===== src/lc3b_types.sv =====
package lc3b_types;

    localparam int dmem_words     = 32;                 // data memory depth in words
    localparam int dmem_addr_bits = $clog2(dmem_words); // word index width

    typedef logic [15:0] lc3b_word;                     // data and address
    typedef logic [2:0]  lc3b_reg;                      // register index
    typedef logic [2:0]  lc3b_cc;                       // n z p

    localparam lc3b_cc cc_reset = 3'b010;               // z only

    typedef enum logic [3:0]
    {
        op_br  = 4'b0000,
        op_add = 4'b0001,
        op_and = 4'b0101,
        op_ldr = 4'b0110,
        op_str = 4'b0111,
        op_not = 4'b1001
    } lc3b_opcode;                                      // others retire as no-op

    typedef enum logic [1:0]
    {
        alu_add  = 2'b00,
        alu_and  = 2'b01,
        alu_not  = 2'b10,
        alu_pass = 2'b11                                // a straight through
    } lc3b_aluop;

    localparam logic [1:0] alumux_src2 = 2'b00;         // second register operand
    localparam logic [1:0] alumux_imm5 = 2'b01;         // sext(imm5)
    localparam logic [1:0] alumux_adj6 = 2'b10;         // sext(offset6) << 1

    localparam logic regfilemux_alu = 1'b0;             // write alu result
    localparam logic regfilemux_mem = 1'b1;             // write load data

    typedef struct packed
    {
        lc3b_opcode opcode;
        lc3b_aluop  aluop;
        logic [1:0] alumux_sel;
        logic       src2mux_sel;                        // dest field is the source for str
        logic       regfilemux_sel;
        logic       load_regfile;
        logic       load_cc;
        logic       dmem_read;
        logic       dmem_write;
        logic       is_branch;                          // taken decided in execute
    } lc3b_control_word;

    typedef struct packed
    {
        lc3b_word pc;
        lc3b_word ir;
    } lc3b_inst;                                        // input stream payload

    typedef struct packed
    {
        lc3b_control_word cw;
        lc3b_word         ir;
        lc3b_word         pc;
        lc3b_word         src1_data;                    // sr1 as read in decode
        lc3b_word         src2_data;                    // sr2 or str source
    } lc3b_decoded;                                     // decode to execute

    // value holds the written word on a register write and the store data on a store
    // fields an instruction does not use stay zero
    typedef struct packed
    {
        lc3b_word pc;
        logic     regwrite;
        lc3b_reg  dest;
        lc3b_word value;
        logic     store;
        lc3b_word store_addr;
        logic     branch_taken;
        lc3b_word target;
    } lc3b_retire;                                      // output stream payload

endpackage : lc3b_types


===== src/cpu_control.sv =====
module cpu_control
(
    input  lc3b_types::lc3b_opcode       opcode,
    input  logic                         ir_5,
    output lc3b_types::lc3b_control_word cw
);

    import lc3b_types::*;

    always_comb
    begin
        // no-op word first and the opcodes below only raise what they need
        cw.opcode         = opcode;
        cw.aluop          = alu_pass;
        cw.alumux_sel     = alumux_src2;
        cw.src2mux_sel    = 1'b0;                       // sr2 from ir[2:0]
        cw.regfilemux_sel = regfilemux_alu;
        cw.load_regfile   = 1'b0;
        cw.load_cc        = 1'b0;
        cw.dmem_read      = 1'b0;
        cw.dmem_write     = 1'b0;
        cw.is_branch      = 1'b0;

        case (opcode)
            op_add:
            begin
                cw.aluop = alu_add;
                if (ir_5)                               // addi
                begin
                    cw.alumux_sel = alumux_imm5;
                end
                else                                    // addr
                begin
                    cw.alumux_sel = alumux_src2;
                end
                cw.regfilemux_sel = regfilemux_alu;
                cw.load_regfile   = 1'b1;
                cw.load_cc        = 1'b1;
            end

            op_and:
            begin
                cw.aluop = alu_and;
                if (ir_5)                               // andi
                begin
                    cw.alumux_sel = alumux_imm5;
                end
                else                                    // andr
                begin
                    cw.alumux_sel = alumux_src2;
                end
                cw.regfilemux_sel = regfilemux_alu;
                cw.load_regfile   = 1'b1;
                cw.load_cc        = 1'b1;
            end

            op_not:
            begin
                cw.aluop          = alu_not;            // only sr1 used
                cw.regfilemux_sel = regfilemux_alu;
                cw.load_regfile   = 1'b1;
                cw.load_cc        = 1'b1;
            end

            op_ldr:
            begin
                cw.aluop          = alu_add;            // base + adj6
                cw.alumux_sel     = alumux_adj6;
                cw.dmem_read      = 1'b1;
                cw.regfilemux_sel = regfilemux_mem;     // load data to dr
                cw.load_regfile   = 1'b1;
                cw.load_cc        = 1'b1;
            end

            op_str:
            begin
                cw.aluop       = alu_add;               // base + adj6
                cw.alumux_sel  = alumux_adj6;
                cw.src2mux_sel = 1'b1;                  // sr sits in dr field
                cw.dmem_write  = 1'b1;
            end

            op_br:
            begin
                cw.is_branch = 1'b1;                    // nzp test in execute
            end

            default:
            begin
                cw.is_branch = 1'b0;                    // unsupported opcode retires as no-op
            end
        endcase
    end

endmodule : cpu_control


===== src/data_mem.sv =====
module data_mem
(
    input  logic                 clk,
    input  logic                 reset,
    input  logic                 write,
    input  lc3b_types::lc3b_word addr,
    input  lc3b_types::lc3b_word wdata,
    output lc3b_types::lc3b_word rdata
);

    import lc3b_types::*;

    lc3b_word                  mem [dmem_words];
    logic [dmem_addr_bits-1:0] index;                   // word index without bit 0

    assign index = addr[dmem_addr_bits:1];              // upper bits alias
    assign rdata = mem[index];                          // async read

    always_ff @(posedge clk)
    begin
        if (reset)
        begin
            for (int i = 0; i < dmem_words; i++)
                mem[i] <= '0;
        end
        else if (write)
        begin
            mem[index] <= wdata;
        end
    end

    odd_store_addr: assert property (@(posedge clk) disable iff (reset)
        write |-> !addr[0])
        else $error("data_mem: word store to odd address %h", addr);

endmodule : data_mem


===== src/execute_stage.sv =====
module execute_stage
(
    input  logic                    clk,
    input  logic                    reset,
    input  lc3b_types::lc3b_decoded dec,
    input  logic                    dec_valid,
    input  logic                    advance,
    input  lc3b_types::lc3b_retire  fwd,
    input  logic                    fwd_valid,
    output lc3b_types::lc3b_retire  result
);

    import lc3b_types::*;

    lc3b_reg  sr1;
    lc3b_reg  sr2;
    lc3b_word src1;                                     // after forwarding
    lc3b_word src2;
    lc3b_word imm5;
    lc3b_word adj6;
    lc3b_word offset9;
    lc3b_word alu_b;
    lc3b_word alu_out;
    lc3b_word mem_rdata;
    lc3b_word load_data;
    lc3b_word wb_value;                                 // word written to dr
    lc3b_cc   cc;
    lc3b_cc   cc_next;
    logic     commit;                                   // record moves into er_reg
    logic     taken;

    assign commit = advance && dec_valid;

    assign sr1 = dec.ir[8:6];
    assign sr2 = dec.cw.src2mux_sel ? dec.ir[11:9] : dec.ir[2:0];   // same pick as decode

    // retiring record is newer than what decode read
    assign src1 = (fwd_valid && fwd.regwrite && fwd.dest == sr1) ? fwd.value : dec.src1_data;
    assign src2 = (fwd_valid && fwd.regwrite && fwd.dest == sr2) ? fwd.value : dec.src2_data;

    assign imm5    = {{11{dec.ir[4]}}, dec.ir[4:0]};
    assign adj6    = {{9{dec.ir[5]}}, dec.ir[5:0], 1'b0};            // word offset
    assign offset9 = {{6{dec.ir[8]}}, dec.ir[8:0], 1'b0};

    always_comb
    begin
        case (dec.cw.alumux_sel)
            alumux_imm5: alu_b = imm5;
            alumux_adj6: alu_b = adj6;
            default:     alu_b = src2;
        endcase
    end

    always_comb
    begin
        case (dec.cw.aluop)
            alu_add: alu_out = src1 + alu_b;
            alu_and: alu_out = src1 & alu_b;
            alu_not: alu_out = ~src1;
            default: alu_out = src1;                    // pass
        endcase
    end

    data_mem dmem
    (
        .clk   (clk),
        .reset (reset),
        .write (commit && dec.cw.dmem_write),           // once per store
        .addr  (alu_out),
        .wdata (src2),                                  // str source reg
        .rdata (mem_rdata)
    );

    assign load_data = dec.cw.dmem_read ? mem_rdata : '0;
    assign wb_value  = (dec.cw.regfilemux_sel == regfilemux_mem) ? load_data : alu_out;

    always_comb
    begin
        if (wb_value[15])
            cc_next = 3'b100;                           // n
        else if (wb_value == '0)
            cc_next = 3'b010;                           // z
        else
            cc_next = 3'b001;                           // p
    end

    always_ff @(posedge clk)
    begin
        if (reset)
            cc <= cc_reset;
        else if (commit && dec.cw.load_cc)
            cc <= cc_next;
    end

    assign taken = dec.cw.is_branch && |(dec.ir[11:9] & cc);        // nzp meets cc

    always_comb
    begin
        result              = '0;
        result.pc           = dec.pc;
        result.regwrite     = dec.cw.load_regfile;
        result.store        = dec.cw.dmem_write;
        result.branch_taken = taken;
        if (dec.cw.load_regfile)
        begin
            result.dest  = dec.ir[11:9];
            result.value = wb_value;
        end
        if (dec.cw.dmem_write)
        begin
            result.store_addr = alu_out;
            result.value      = src2;                   // store data
        end
        if (taken)
            result.target = dec.pc + 16'd2 + offset9;
    end

    advance_has_data: assert property (@(posedge clk) disable iff (reset)
        advance |-> dec_valid)
        else $error("execute_stage: er_reg loaded without a decoded instruction");

endmodule : execute_stage


===== src/lc3b_core.sv =====
module lc3b_core
(
    input  logic                   clk,
    input  logic                   reset,
    input  logic                   inst_valid,
    output logic                   inst_ready,
    input  lc3b_types::lc3b_inst   inst,
    output logic                   out_valid,
    input  logic                   out_ready,
    output lc3b_types::lc3b_retire out
);

    import lc3b_types::*;

    lc3b_opcode       opcode;
    lc3b_control_word cw;
    lc3b_reg          src_b;                            // second read index
    lc3b_word         reg_a;
    lc3b_word         reg_b;
    lc3b_decoded      dec_in;
    lc3b_decoded      dec_out;
    logic             dec_valid;                        // de_reg holds an instruction
    logic             er_ready;
    logic             advance;                          // de_reg -> er_reg transfer
    logic             retire;                           // out handshake
    lc3b_retire       exe_result;

    assign opcode  = lc3b_opcode'(inst.ir[15:12]);
    assign src_b   = cw.src2mux_sel ? inst.ir[11:9] : inst.ir[2:0];    // str reads dr field
    assign advance = dec_valid && er_ready;
    assign retire  = out_valid && out_ready;

    cpu_control ctrl
    (
        .opcode (opcode),
        .ir_5   (inst.ir[5]),                           // imm5 form select
        .cw     (cw)
    );

    regfile rf
    (
        .clk   (clk),
        .reset (reset),
        .load  (retire && out.regwrite),                // write at retirement
        .dest  (out.dest),
        .in    (out.value),
        .src_a (inst.ir[8:6]),
        .src_b (src_b),
        .reg_a (reg_a),
        .reg_b (reg_b)
    );

    assign dec_in = '{cw: cw, ir: inst.ir, pc: inst.pc, src1_data: reg_a, src2_data: reg_b};

    pipe_stage #(.payload_t(lc3b_decoded)) de_reg
    (
        .clk       (clk),
        .reset     (reset),
        .in_valid  (inst_valid),
        .in_ready  (inst_ready),
        .in        (dec_in),
        .out_valid (dec_valid),
        .out_ready (er_ready),
        .out       (dec_out)
    );

    execute_stage exe
    (
        .clk       (clk),
        .reset     (reset),
        .dec       (dec_out),
        .dec_valid (dec_valid),
        .advance   (advance),
        .fwd       (out),                               // forward from retirement reg
        .fwd_valid (out_valid),
        .result    (exe_result)
    );

    pipe_stage #(.payload_t(lc3b_retire)) er_reg
    (
        .clk       (clk),
        .reset     (reset),
        .in_valid  (dec_valid),
        .in_ready  (er_ready),
        .in        (exe_result),
        .out_valid (out_valid),
        .out_ready (out_ready),
        .out       (out)
    );

endmodule : lc3b_core


===== src/pipe_stage.sv =====
module pipe_stage
#(
    parameter type payload_t = logic [31:0]
)
(
    input  logic     clk,
    input  logic     reset,
    input  logic     in_valid,
    output logic     in_ready,
    input  payload_t in,
    output logic     out_valid,
    input  logic     out_ready,
    output payload_t out
);

    logic     full;                                     // slot occupied
    payload_t data;

    assign in_ready  = !full || out_ready;              // empty or draining now
    assign out_valid = full;
    assign out       = data;

    always_ff @(posedge clk)
    begin
        if (reset)
            full <= 1'b0;
        else if (in_valid && in_ready)
            full <= 1'b1;                               // refill even while draining
        else if (out_ready)
            full <= 1'b0;
    end

    always_ff @(posedge clk)
    begin
        if (in_valid && in_ready)
            data <= in;
    end

    hold_while_stalled: assert property (@(posedge clk) disable iff (reset)
        out_valid && !out_ready |=> out_valid && $stable(out))
        else $error("pipe_stage: output dropped or changed while stalled");

    valid_known: assert property (@(posedge clk) disable iff (reset)
        !$isunknown(out_valid))
        else $error("pipe_stage: out_valid unknown");

endmodule : pipe_stage


===== src/regfile.sv =====
module regfile
(
    input  logic                 clk,
    input  logic                 reset,
    input  logic                 load,
    input  lc3b_types::lc3b_reg  dest,
    input  lc3b_types::lc3b_word in,
    input  lc3b_types::lc3b_reg  src_a,
    input  lc3b_types::lc3b_reg  src_b,
    output lc3b_types::lc3b_word reg_a,
    output lc3b_types::lc3b_word reg_b
);

    import lc3b_types::*;

    lc3b_word data [8];                                 // r0..r7

    always_ff @(posedge clk)
    begin
        if (reset)
        begin
            for (int i = 0; i < 8; i++)
                data[i] <= '0;                          // all registers zero
        end
        else if (load)
        begin
            data[dest] <= in;
        end
    end

    // same-cycle write wins so decode sees the retiring value
    assign reg_a = (load && dest == src_a) ? in : data[src_a];
    assign reg_b = (load && dest == src_b) ? in : data[src_b];

endmodule : regfile

===== config.mk =====
export PLATFORM = sky130hd
export DESIGN_NAME = lc3b_core
export DESIGN_NICKNAME = d
export VERILOG_FILES = /design/src/lc3b_types.sv /design/src/cpu_control.sv /design/src/data_mem.sv /design/src/execute_stage.sv /design/src/lc3b_core.sv /design/src/pipe_stage.sv /design/src/regfile.sv
export SDC_FILE = /design/constraint.sdc
export NUM_CORES = 1
export LEC_CHECK = 0
export BUFFER_PORTS_ARGS = -buffer_cell sky130_fd_sc_hd__buf_2
export CAP_MARGIN = 10
export CELL_PAD_IN_SITES_DETAIL_PLACEMENT = 0
export CELL_PAD_IN_SITES_GLOBAL_PLACEMENT = 2
export CORE_UTILIZATION = 25
export CTS_CLUSTER_SIZE = 24
export DETAILED_ROUTE_END_ITERATION = 16
export PLACE_DENSITY_LB_ADDON = 0.1
export SLEW_MARGIN = 25
export SYNTH_ARGS = -nofsm -noshare
export SYNTH_HDL_FRONTEND = slang
export SYNTH_SLANG_ARGS = --single-unit

===== constraint.sdc =====
create_clock -name clk -period 5.4 [get_ports clk]
set_input_delay 1.35 -clock clk [delete_from_list [all_inputs] [get_ports clk]]
set_output_delay 1.35 -clock clk [all_outputs]
set_load 0.05 [all_outputs]

Word level (Yosys, flattened, before mapping)
Memories as Yosys holds them, arrays and structs flattened.
Cells that the tools add are included.
W data, S select, Z words.
- flip-flop bits (word level): 145
- memories kept: 2
- bits in writable memories: 640
- memory list (name ; depth ; width ; rd ports ; clocked after Yosys merged registers in ; wr ports ; line ; text):
    exe.dmem.mem ; 32 ; 16 ; 1 ; 0 ; 32 ; data_mem.sv:13 ; lc3b_word mem [dmem_words];
    rf.data ; 8 ; 16 ; 2 ; 0 ; 8 ; regfile.sv:16 ; lc3b_word data [8];
- bitwise gates (word level): 3
- eq/ne operators: 13
- reduce and logical (&&, ||, !) cells: 29
- $add $sub $neg: 3
- muxes and demuxes: 39
- operator list (operator ; count):
    $mux W16 ; 10
    $pmux W16 S3 ; 1
    $add A16 B16 Y16 ; 2
    $pmux W16 S2 ; 1
    $reduce_or A16 Y1 ; 2
    $mux W1 ; 18
    $add A16 B2 Y16 const B ; 1
    $and A16 B16 Y16 ; 1
    $logic_not A16 Y1 ; 1
    $not A16 Y16 ; 1
    $logic_and A1 B1 Y1 ; 13
    $eq A3 B3 Y1 ; 4
    $eq A4 B3 Y1 const B ; 3
    $mux W3 ; 4
    $reduce_or A3 Y1 ; 3
    $pmux W2 S3 ; 1
    $pmux W3 S2 ; 1
    $mux W5 ; 1
    $eq A2 B1 Y1 const B ; 2
    $eq A2 B2 Y1 const B ; 2
    $eq A4 B1 Y1 const B ; 1
    $eq A4 B4 Y1 const B ; 1
    $logic_not A4 Y1 ; 1
    $pmux W2 S2 ; 1
    other kinds (7) ; 11

Logic depth before layout (Yosys ltp)
An unclocked memory read counts as a cell.
- word-level depth: 13
- mapped depth: 26
- mapped depth without buffers: 20

Cells and area by module
A second synthesis with hierarchy kept.
- cell total of the unflattened synthesis: 2841
- area total of the unflattened synthesis: 39646.8 µm²
- by module, submodules not included (module ; cells each ; instances ; area each (µm²)):
    data_mem ; 1699 ; 1 ; 23841.6
    regfile ; 445 ; 1 ; 7453.4
    execute_stage ; 512 ; 1 ; 3568.4
    pipe_stage (de_reg) ; 84 ; 1 ; 2427.3
    pipe_stage (er_reg) ; 75 ; 1 ; 2157.1
    cpu_control ; 21 ; 1 ; 152.6
    lc3b_core ; 5 ; 1 ; 46.3

Worst setup path before layout
OpenSTA, ideal clock, no wires.
- path kind: register -> register
- start point: register er_reg.data, in the netlist er_reg.out[51]
- end point: register exe.cc[0]
- slack: -326 ps
- stages on the path, launching flop included: 25
- data arrival time: 5608 ps
- required time: 5282 ps
- setup time: 118 ps
- cells stage by stage: edfxtp_1 -> buf_2 -> xor2_1 -> nand4_1 -> clkbuf_1 -> mux2i_1 -> mux2i_1 -> ha_1 -> inv_1 -> fa_1 -> xor2_1 -> o21ai_0 -> a21oi_1 -> a21oi_1 -> buf_2 -> buf_2 -> buf_1 -> nand3_1 -> a221oi_1 -> a221oi_1 -> o2111ai_1 -> o21ai_1 -> nor4b_2 -> nand4_1 -> a32o_1
- word-level cells in the longest chain between the ends: 12
- elaborated cells on any way between the ends: 17
- ends and longest elaborated chain (item ; line ; text):
    start: declaration ; pipe_stage.sv:17 ; payload_t data;
    start signal: assignment ; pipe_stage.sv:36 ; data <= in;
    $eq A3 B3 Y1 ; execute_stage.sv:39 ; assign src2 = (fwd_valid && fwd.regwrite && fwd.dest == sr2) ? fwd.value : dec.src2_data;
    $logic_and A1 B1 Y1 ; execute_stage.sv:39 ;
    $mux W16 ; execute_stage.sv:39 ;
    $pmux W16 S2 ; execute_stage.sv:47 ; case (dec.cw.alumux_sel)
    $add A16 B16 Y16 / $and A16 B16 Y16 (equally long branches) ; execute_stage.sv:57, execute_stage.sv:58 ;
    $pmux W16 S3 (*) ; execute_stage.sv:56 ; case (dec.cw.aluop)
    $mem_v2 Z32 W16 ; -- ;
    $mux W16 ; execute_stage.sv:74 ; assign load_data = dec.cw.dmem_read ? mem_rdata : '0;
    $mux W16 (*) ; execute_stage.sv:75 ; assign wb_value = (dec.cw.regfilemux_sel == regfilemux_mem) ? load_data : alu_out;
    $logic_not A16 Y1 ; execute_stage.sv:81 ; else if (wb_value == '0)
    $mux W2 ; execute_stage.sv:81 ;
    $mux W3 (*) ; execute_stage.sv:79 ; if (wb_value[15])
    end signal: assignment ; execute_stage.sv:90 ; cc <= cc_reset;
    end signal: assignment ; execute_stage.sv:92 ; cc <= cc_next;
    end: declaration ; execute_stage.sv:27 ; lc3b_cc cc;
Every way passes the cells marked *; elsewhere a longest branch is shown, timed or not.
A chain may end at the register's enable or synchronous reset.

Worst setup path after layout
- start point: register de_reg.data, in the netlist de_reg.out[70]
- end point: register exe.cc[0]
- word-level cells in the longest chain between the ends: 13
- elaborated cells on any way between the ends: 14
- ends and longest elaborated chain (item ; line ; text):
    start: declaration ; pipe_stage.sv:17 ;
    start signal: assignment ; pipe_stage.sv:36 ;
    $mux W3 (*) ; execute_stage.sv:35 ; assign sr2 = dec.cw.src2mux_sel ? dec.ir[11:9] : dec.ir[2:0];
    $eq A3 B3 Y1 (*) ; execute_stage.sv:39 ;
    $logic_and A1 B1 Y1 (*) ; execute_stage.sv:39 ;
    $mux W16 (*) ; execute_stage.sv:39 ;
    $pmux W16 S2 (*) ; execute_stage.sv:47 ;
    $add A16 B16 Y16 / $and A16 B16 Y16 (equally long branches) ; execute_stage.sv:57, execute_stage.sv:58 ;
    $pmux W16 S3 (*) ; execute_stage.sv:56 ;
    $mem_v2 Z32 W16 ; -- ;
    $mux W16 ; execute_stage.sv:74 ;
    $mux W16 (*) ; execute_stage.sv:75 ;
    $logic_not A16 Y1 ; execute_stage.sv:81 ;
    $mux W2 ; execute_stage.sv:81 ;
    $mux W3 (*) ; execute_stage.sv:79 ;
Marked as above.

==> results_dict.tcl <==
set metrics [dict create \
    outcome "complete, but fails checks" \
    violations "negative setup slack" \
    min_period_ps 5480 \
    wl_met1_um 69600 \
    drv_slew 0 \
    port_buffers 107 \
    dpl.hpwl_um 106000 \
    cp_data_arrival_time_ps 6100 \
    power_uw 17400 \
    hold_path_depth 0 \
    grt_max_degree 54 \
    die_h_um 390 \
    regArea_um2 23500 \
    cts_htree_levels 3 \
    path_class "flip-flop to flip-flop" \
    dr.pass1.iters 5 \
    avgSynthCellArea_um2 11.7 \
    clock_skew_ps 41.4 \
    clk_pin_slew_ps 60 \
    root_buffer "clkbuf_16" \
    synth_mux_area_frac 0.0625 \
    antenna_found_initial 4 \
    grt_overflow 0 \
    cp_common_cell "buf_4" \
    cts_buffers 95 \
    grt_pass1_wl_um 223000 \
    r2r-start "de_reg.out[70]" \
    fp.dieArea_um2 152000 \
    cts_tree "built" \
    crit_path_start_kind "flip-flop" \
    crit_slowest_cell "edfxtp_1" \
    yosysTopAreaCell "edfxtp_1" \
    drt-total-wl_um 159000 \
    yosysWarnings 0 \
    drcViolationCount 0 \
    core_area_um2 150000 \
    drtIter0Drc 2120 \
    areaGrowthSynthToFinish_pct 28.8 \
    ioPinCount 108 \
    reg2reg_slack_ps -80 \
    wl_met2_um 78000 \
    power.density_nw_per_um2 359 \
    async_flop_share 0 \
    top_layer "met4" \
    synth_fa_ha_area_frac 0.0160 \
    initial_core_util 0.252 \
    final_antenna_net_count 0 \
    tightest_slew_ps 1080 \
    max-vdd-ir-drop_mv 0.241 \
    grt_pass1_vias 28800 \
    place.gp.congestion 0.845 \
    setup_violations 2 \
    synthCells 3229 \
    endpoint_kind "flip-flop" \
    hold_class "flip-flop to flip-flop" \
    cpPeakStageDelay_ps 430 \
    finalCritPeriodShare 1.02 \
    cap_violations 0 \
    drive_above_1_share 0.268 \
    reg2reg_to "exe.cc[0]" \
    fillers 15200 \
    synth_cell_types 78 \
    dr_wl_met3_um 6740 \
    min_to "er_reg.out[54]" \
    syn_nets 3312 \
    final_common_cell "edfxtp_1" \
    vias 28100 \
    cts_buffer_depth 3 \
    multi_input_area_um2 14100 \
    rows 142 \
    timing.hold.ws_ps 451 \
    clock_sink_count 783 \
    synth_xor_area_frac 0.0113 \
    viasPerCell 4.86 \
    yosysSeqAreaShare 0.624 \
    leakage_uw 0.0183 \
    track_usage 0.206 \
    crit_fanout 4 \
    hold_path.startpoint "de_reg.out[32]" \
    yosys-top-cells-area "edfxtp_1 62%, nor2_1 5.9%, nand2_1 4.4%" \
    synth_top_family_by_area "simple AND/OR/NAND/NOR gates" \
    drt-wirelength-per-cell_um 27.6 \
    die_width_um 390 \
    layout_common_cells "778 x edfxtp_1, 590 x nor2_1, 434 x nand2_1, 425 x buf_4, 137 x and2_1" \
    cp_data_required_time_ps 6020 \
    clock_latency_ps 740 \
    synthSimpleGateAreaFrac 0.167 \
    rsz0062_at_grt "yes" \
    synth_edf_count 778 \
    hold_viol_final 0 \
    setup_slack_ps -84.4 \
    synth_ff_type "edfxtp_1" \
    max-slew-margin-rel 0.280 \
    fmax_mhz 182 \
    reg2regPathDepth 26 \
    synth-compound-area-share 0.0892 \
    finalNetCount 3760 \
    ys_ff_latch 783 \
    netlist_area_um2 37600 \
    synth_top_area_frac 0.621 \
]
synthesized netlist by cell type (8+ instances only):
cell type	number
mux2i_1	70
buf_4	8
edfxtp_1	778
buf_1	22
nand2b_1	36
nor2_1	593
a211oi_1	88
mux4_2	64
buf_2	46
a31oi_1	92
xor2_1	17
ha_1	45
nor3_1	24
clkbuf_1	178
a221oi_1	11
inv_1	24
o21ai_0	76
o21a_1	8
nand3_1	30
and2_1	138
nand2_1	440
o22ai_1	45
or2_2	10
and3_1	97
a21o_1	9
xnor2_1	28
or3_1	8
o21bai_1	11
a21oi_1	84
mux2_2	12
layer usage:
metal	GRT usage	up-vias
met5	0	-
met4	0.0600	0
met1	0.271	14500
met2	0.355	730
li1	-	12700
met3	0.0254	213
worst max-delay path by stage:
stage,start,end,slack [ps]
after floorplan,er_reg.out[52],exe.cc[0],-10
after global placement,de_reg.out[70],exe.cc[0],-630
after detailed placement,de_reg.out[70],exe.cc[0],-570
after CTS,de_reg.out[70],exe.cc[0],-60
after global routing,de_reg.out[70],exe.cc[1],-160
final,de_reg.out[70],exe.cc[0],-80
worst max-delay path: cells and delay by family, from the launching register on:
family          cells  cell delay (ps)
compound gates      6             1210
simple gates        6             1190
buf+inv             7             1010
mux                 4              690
fa+ha+maj           2              630
flops               1              430
xor+xnor            1              200
per-stage QoR:
stage / worst slack (ps) / area, µm² / setup TNS, ps / instances / util
2_1_floorplan: -10.8 / 37700 / -10.8 / 3229 / -
3_3_place_gp: -626 / 44000 / -5770 / 5554 / 0.294
3_5_place_dp: -568 / 44000 / -3990 / 5554 / 0.294
4_1_cts: -58.2 / 47800 / -58.2 / 5763 / 0.320
5_1_grt: -157 / 48500 / -407 / 5772 / 0.324
6_report: -84.4 / 48500 / -134 / 5773 / 0.324
sequential cells by signal, indices dropped and copies added, names as in the netlist:
register          cells
de_reg.out_valid      1
er_reg.out_valid      1
exe.dmem.mem        512
exe.cc                3
er_reg.out           70
rf.data             128
de_reg.out           68
repair_timing:
| item | 4_1_cts | 5_1_grt |
|---|---|---|
| gates cloned | 2 | 2 |
| hold buffers | 0 | 0 |
| gates resized for setup | 69 | 108 |
| pin swaps | 22 | 47 |
| endpoints found under the setup margin | 35 | 17 |
| setup buffers | 31 | 8 |
layout make-up:
class                           count  share of cell area
Sequential cell                   783               0.484
Multi-Input combinational cell   2164               0.291
Timing Repair Buffer              607               0.105
Clock buffer                      119              0.0526
Tap cell                         2016              0.0520
Clock inverter                     57              0.0129
Inverter                           26             0.00201
Antenna cell                        1           0.0000516
logic make-up (layout without fill, tap and decap cells):
group                      Yosys count  after routing
DFF                                783            783
AOI/OAI and AO/OA                  505            505
muxes                              150            150
other                                0              1
and+or+nand+nor                   1415           1415
xor gates and xnor gates            47             47
buffers and inverters              282            809
adders and majority gates           47             47
power by group:
part           internal [µW]  total [µW]  switching [µW]
Sequential              6940        7080             137
Clock                   3880        6650            2770
Combinational           1400        3680            2280
Total                  12200       17400            5190
(Power assumes the default switching activity.)
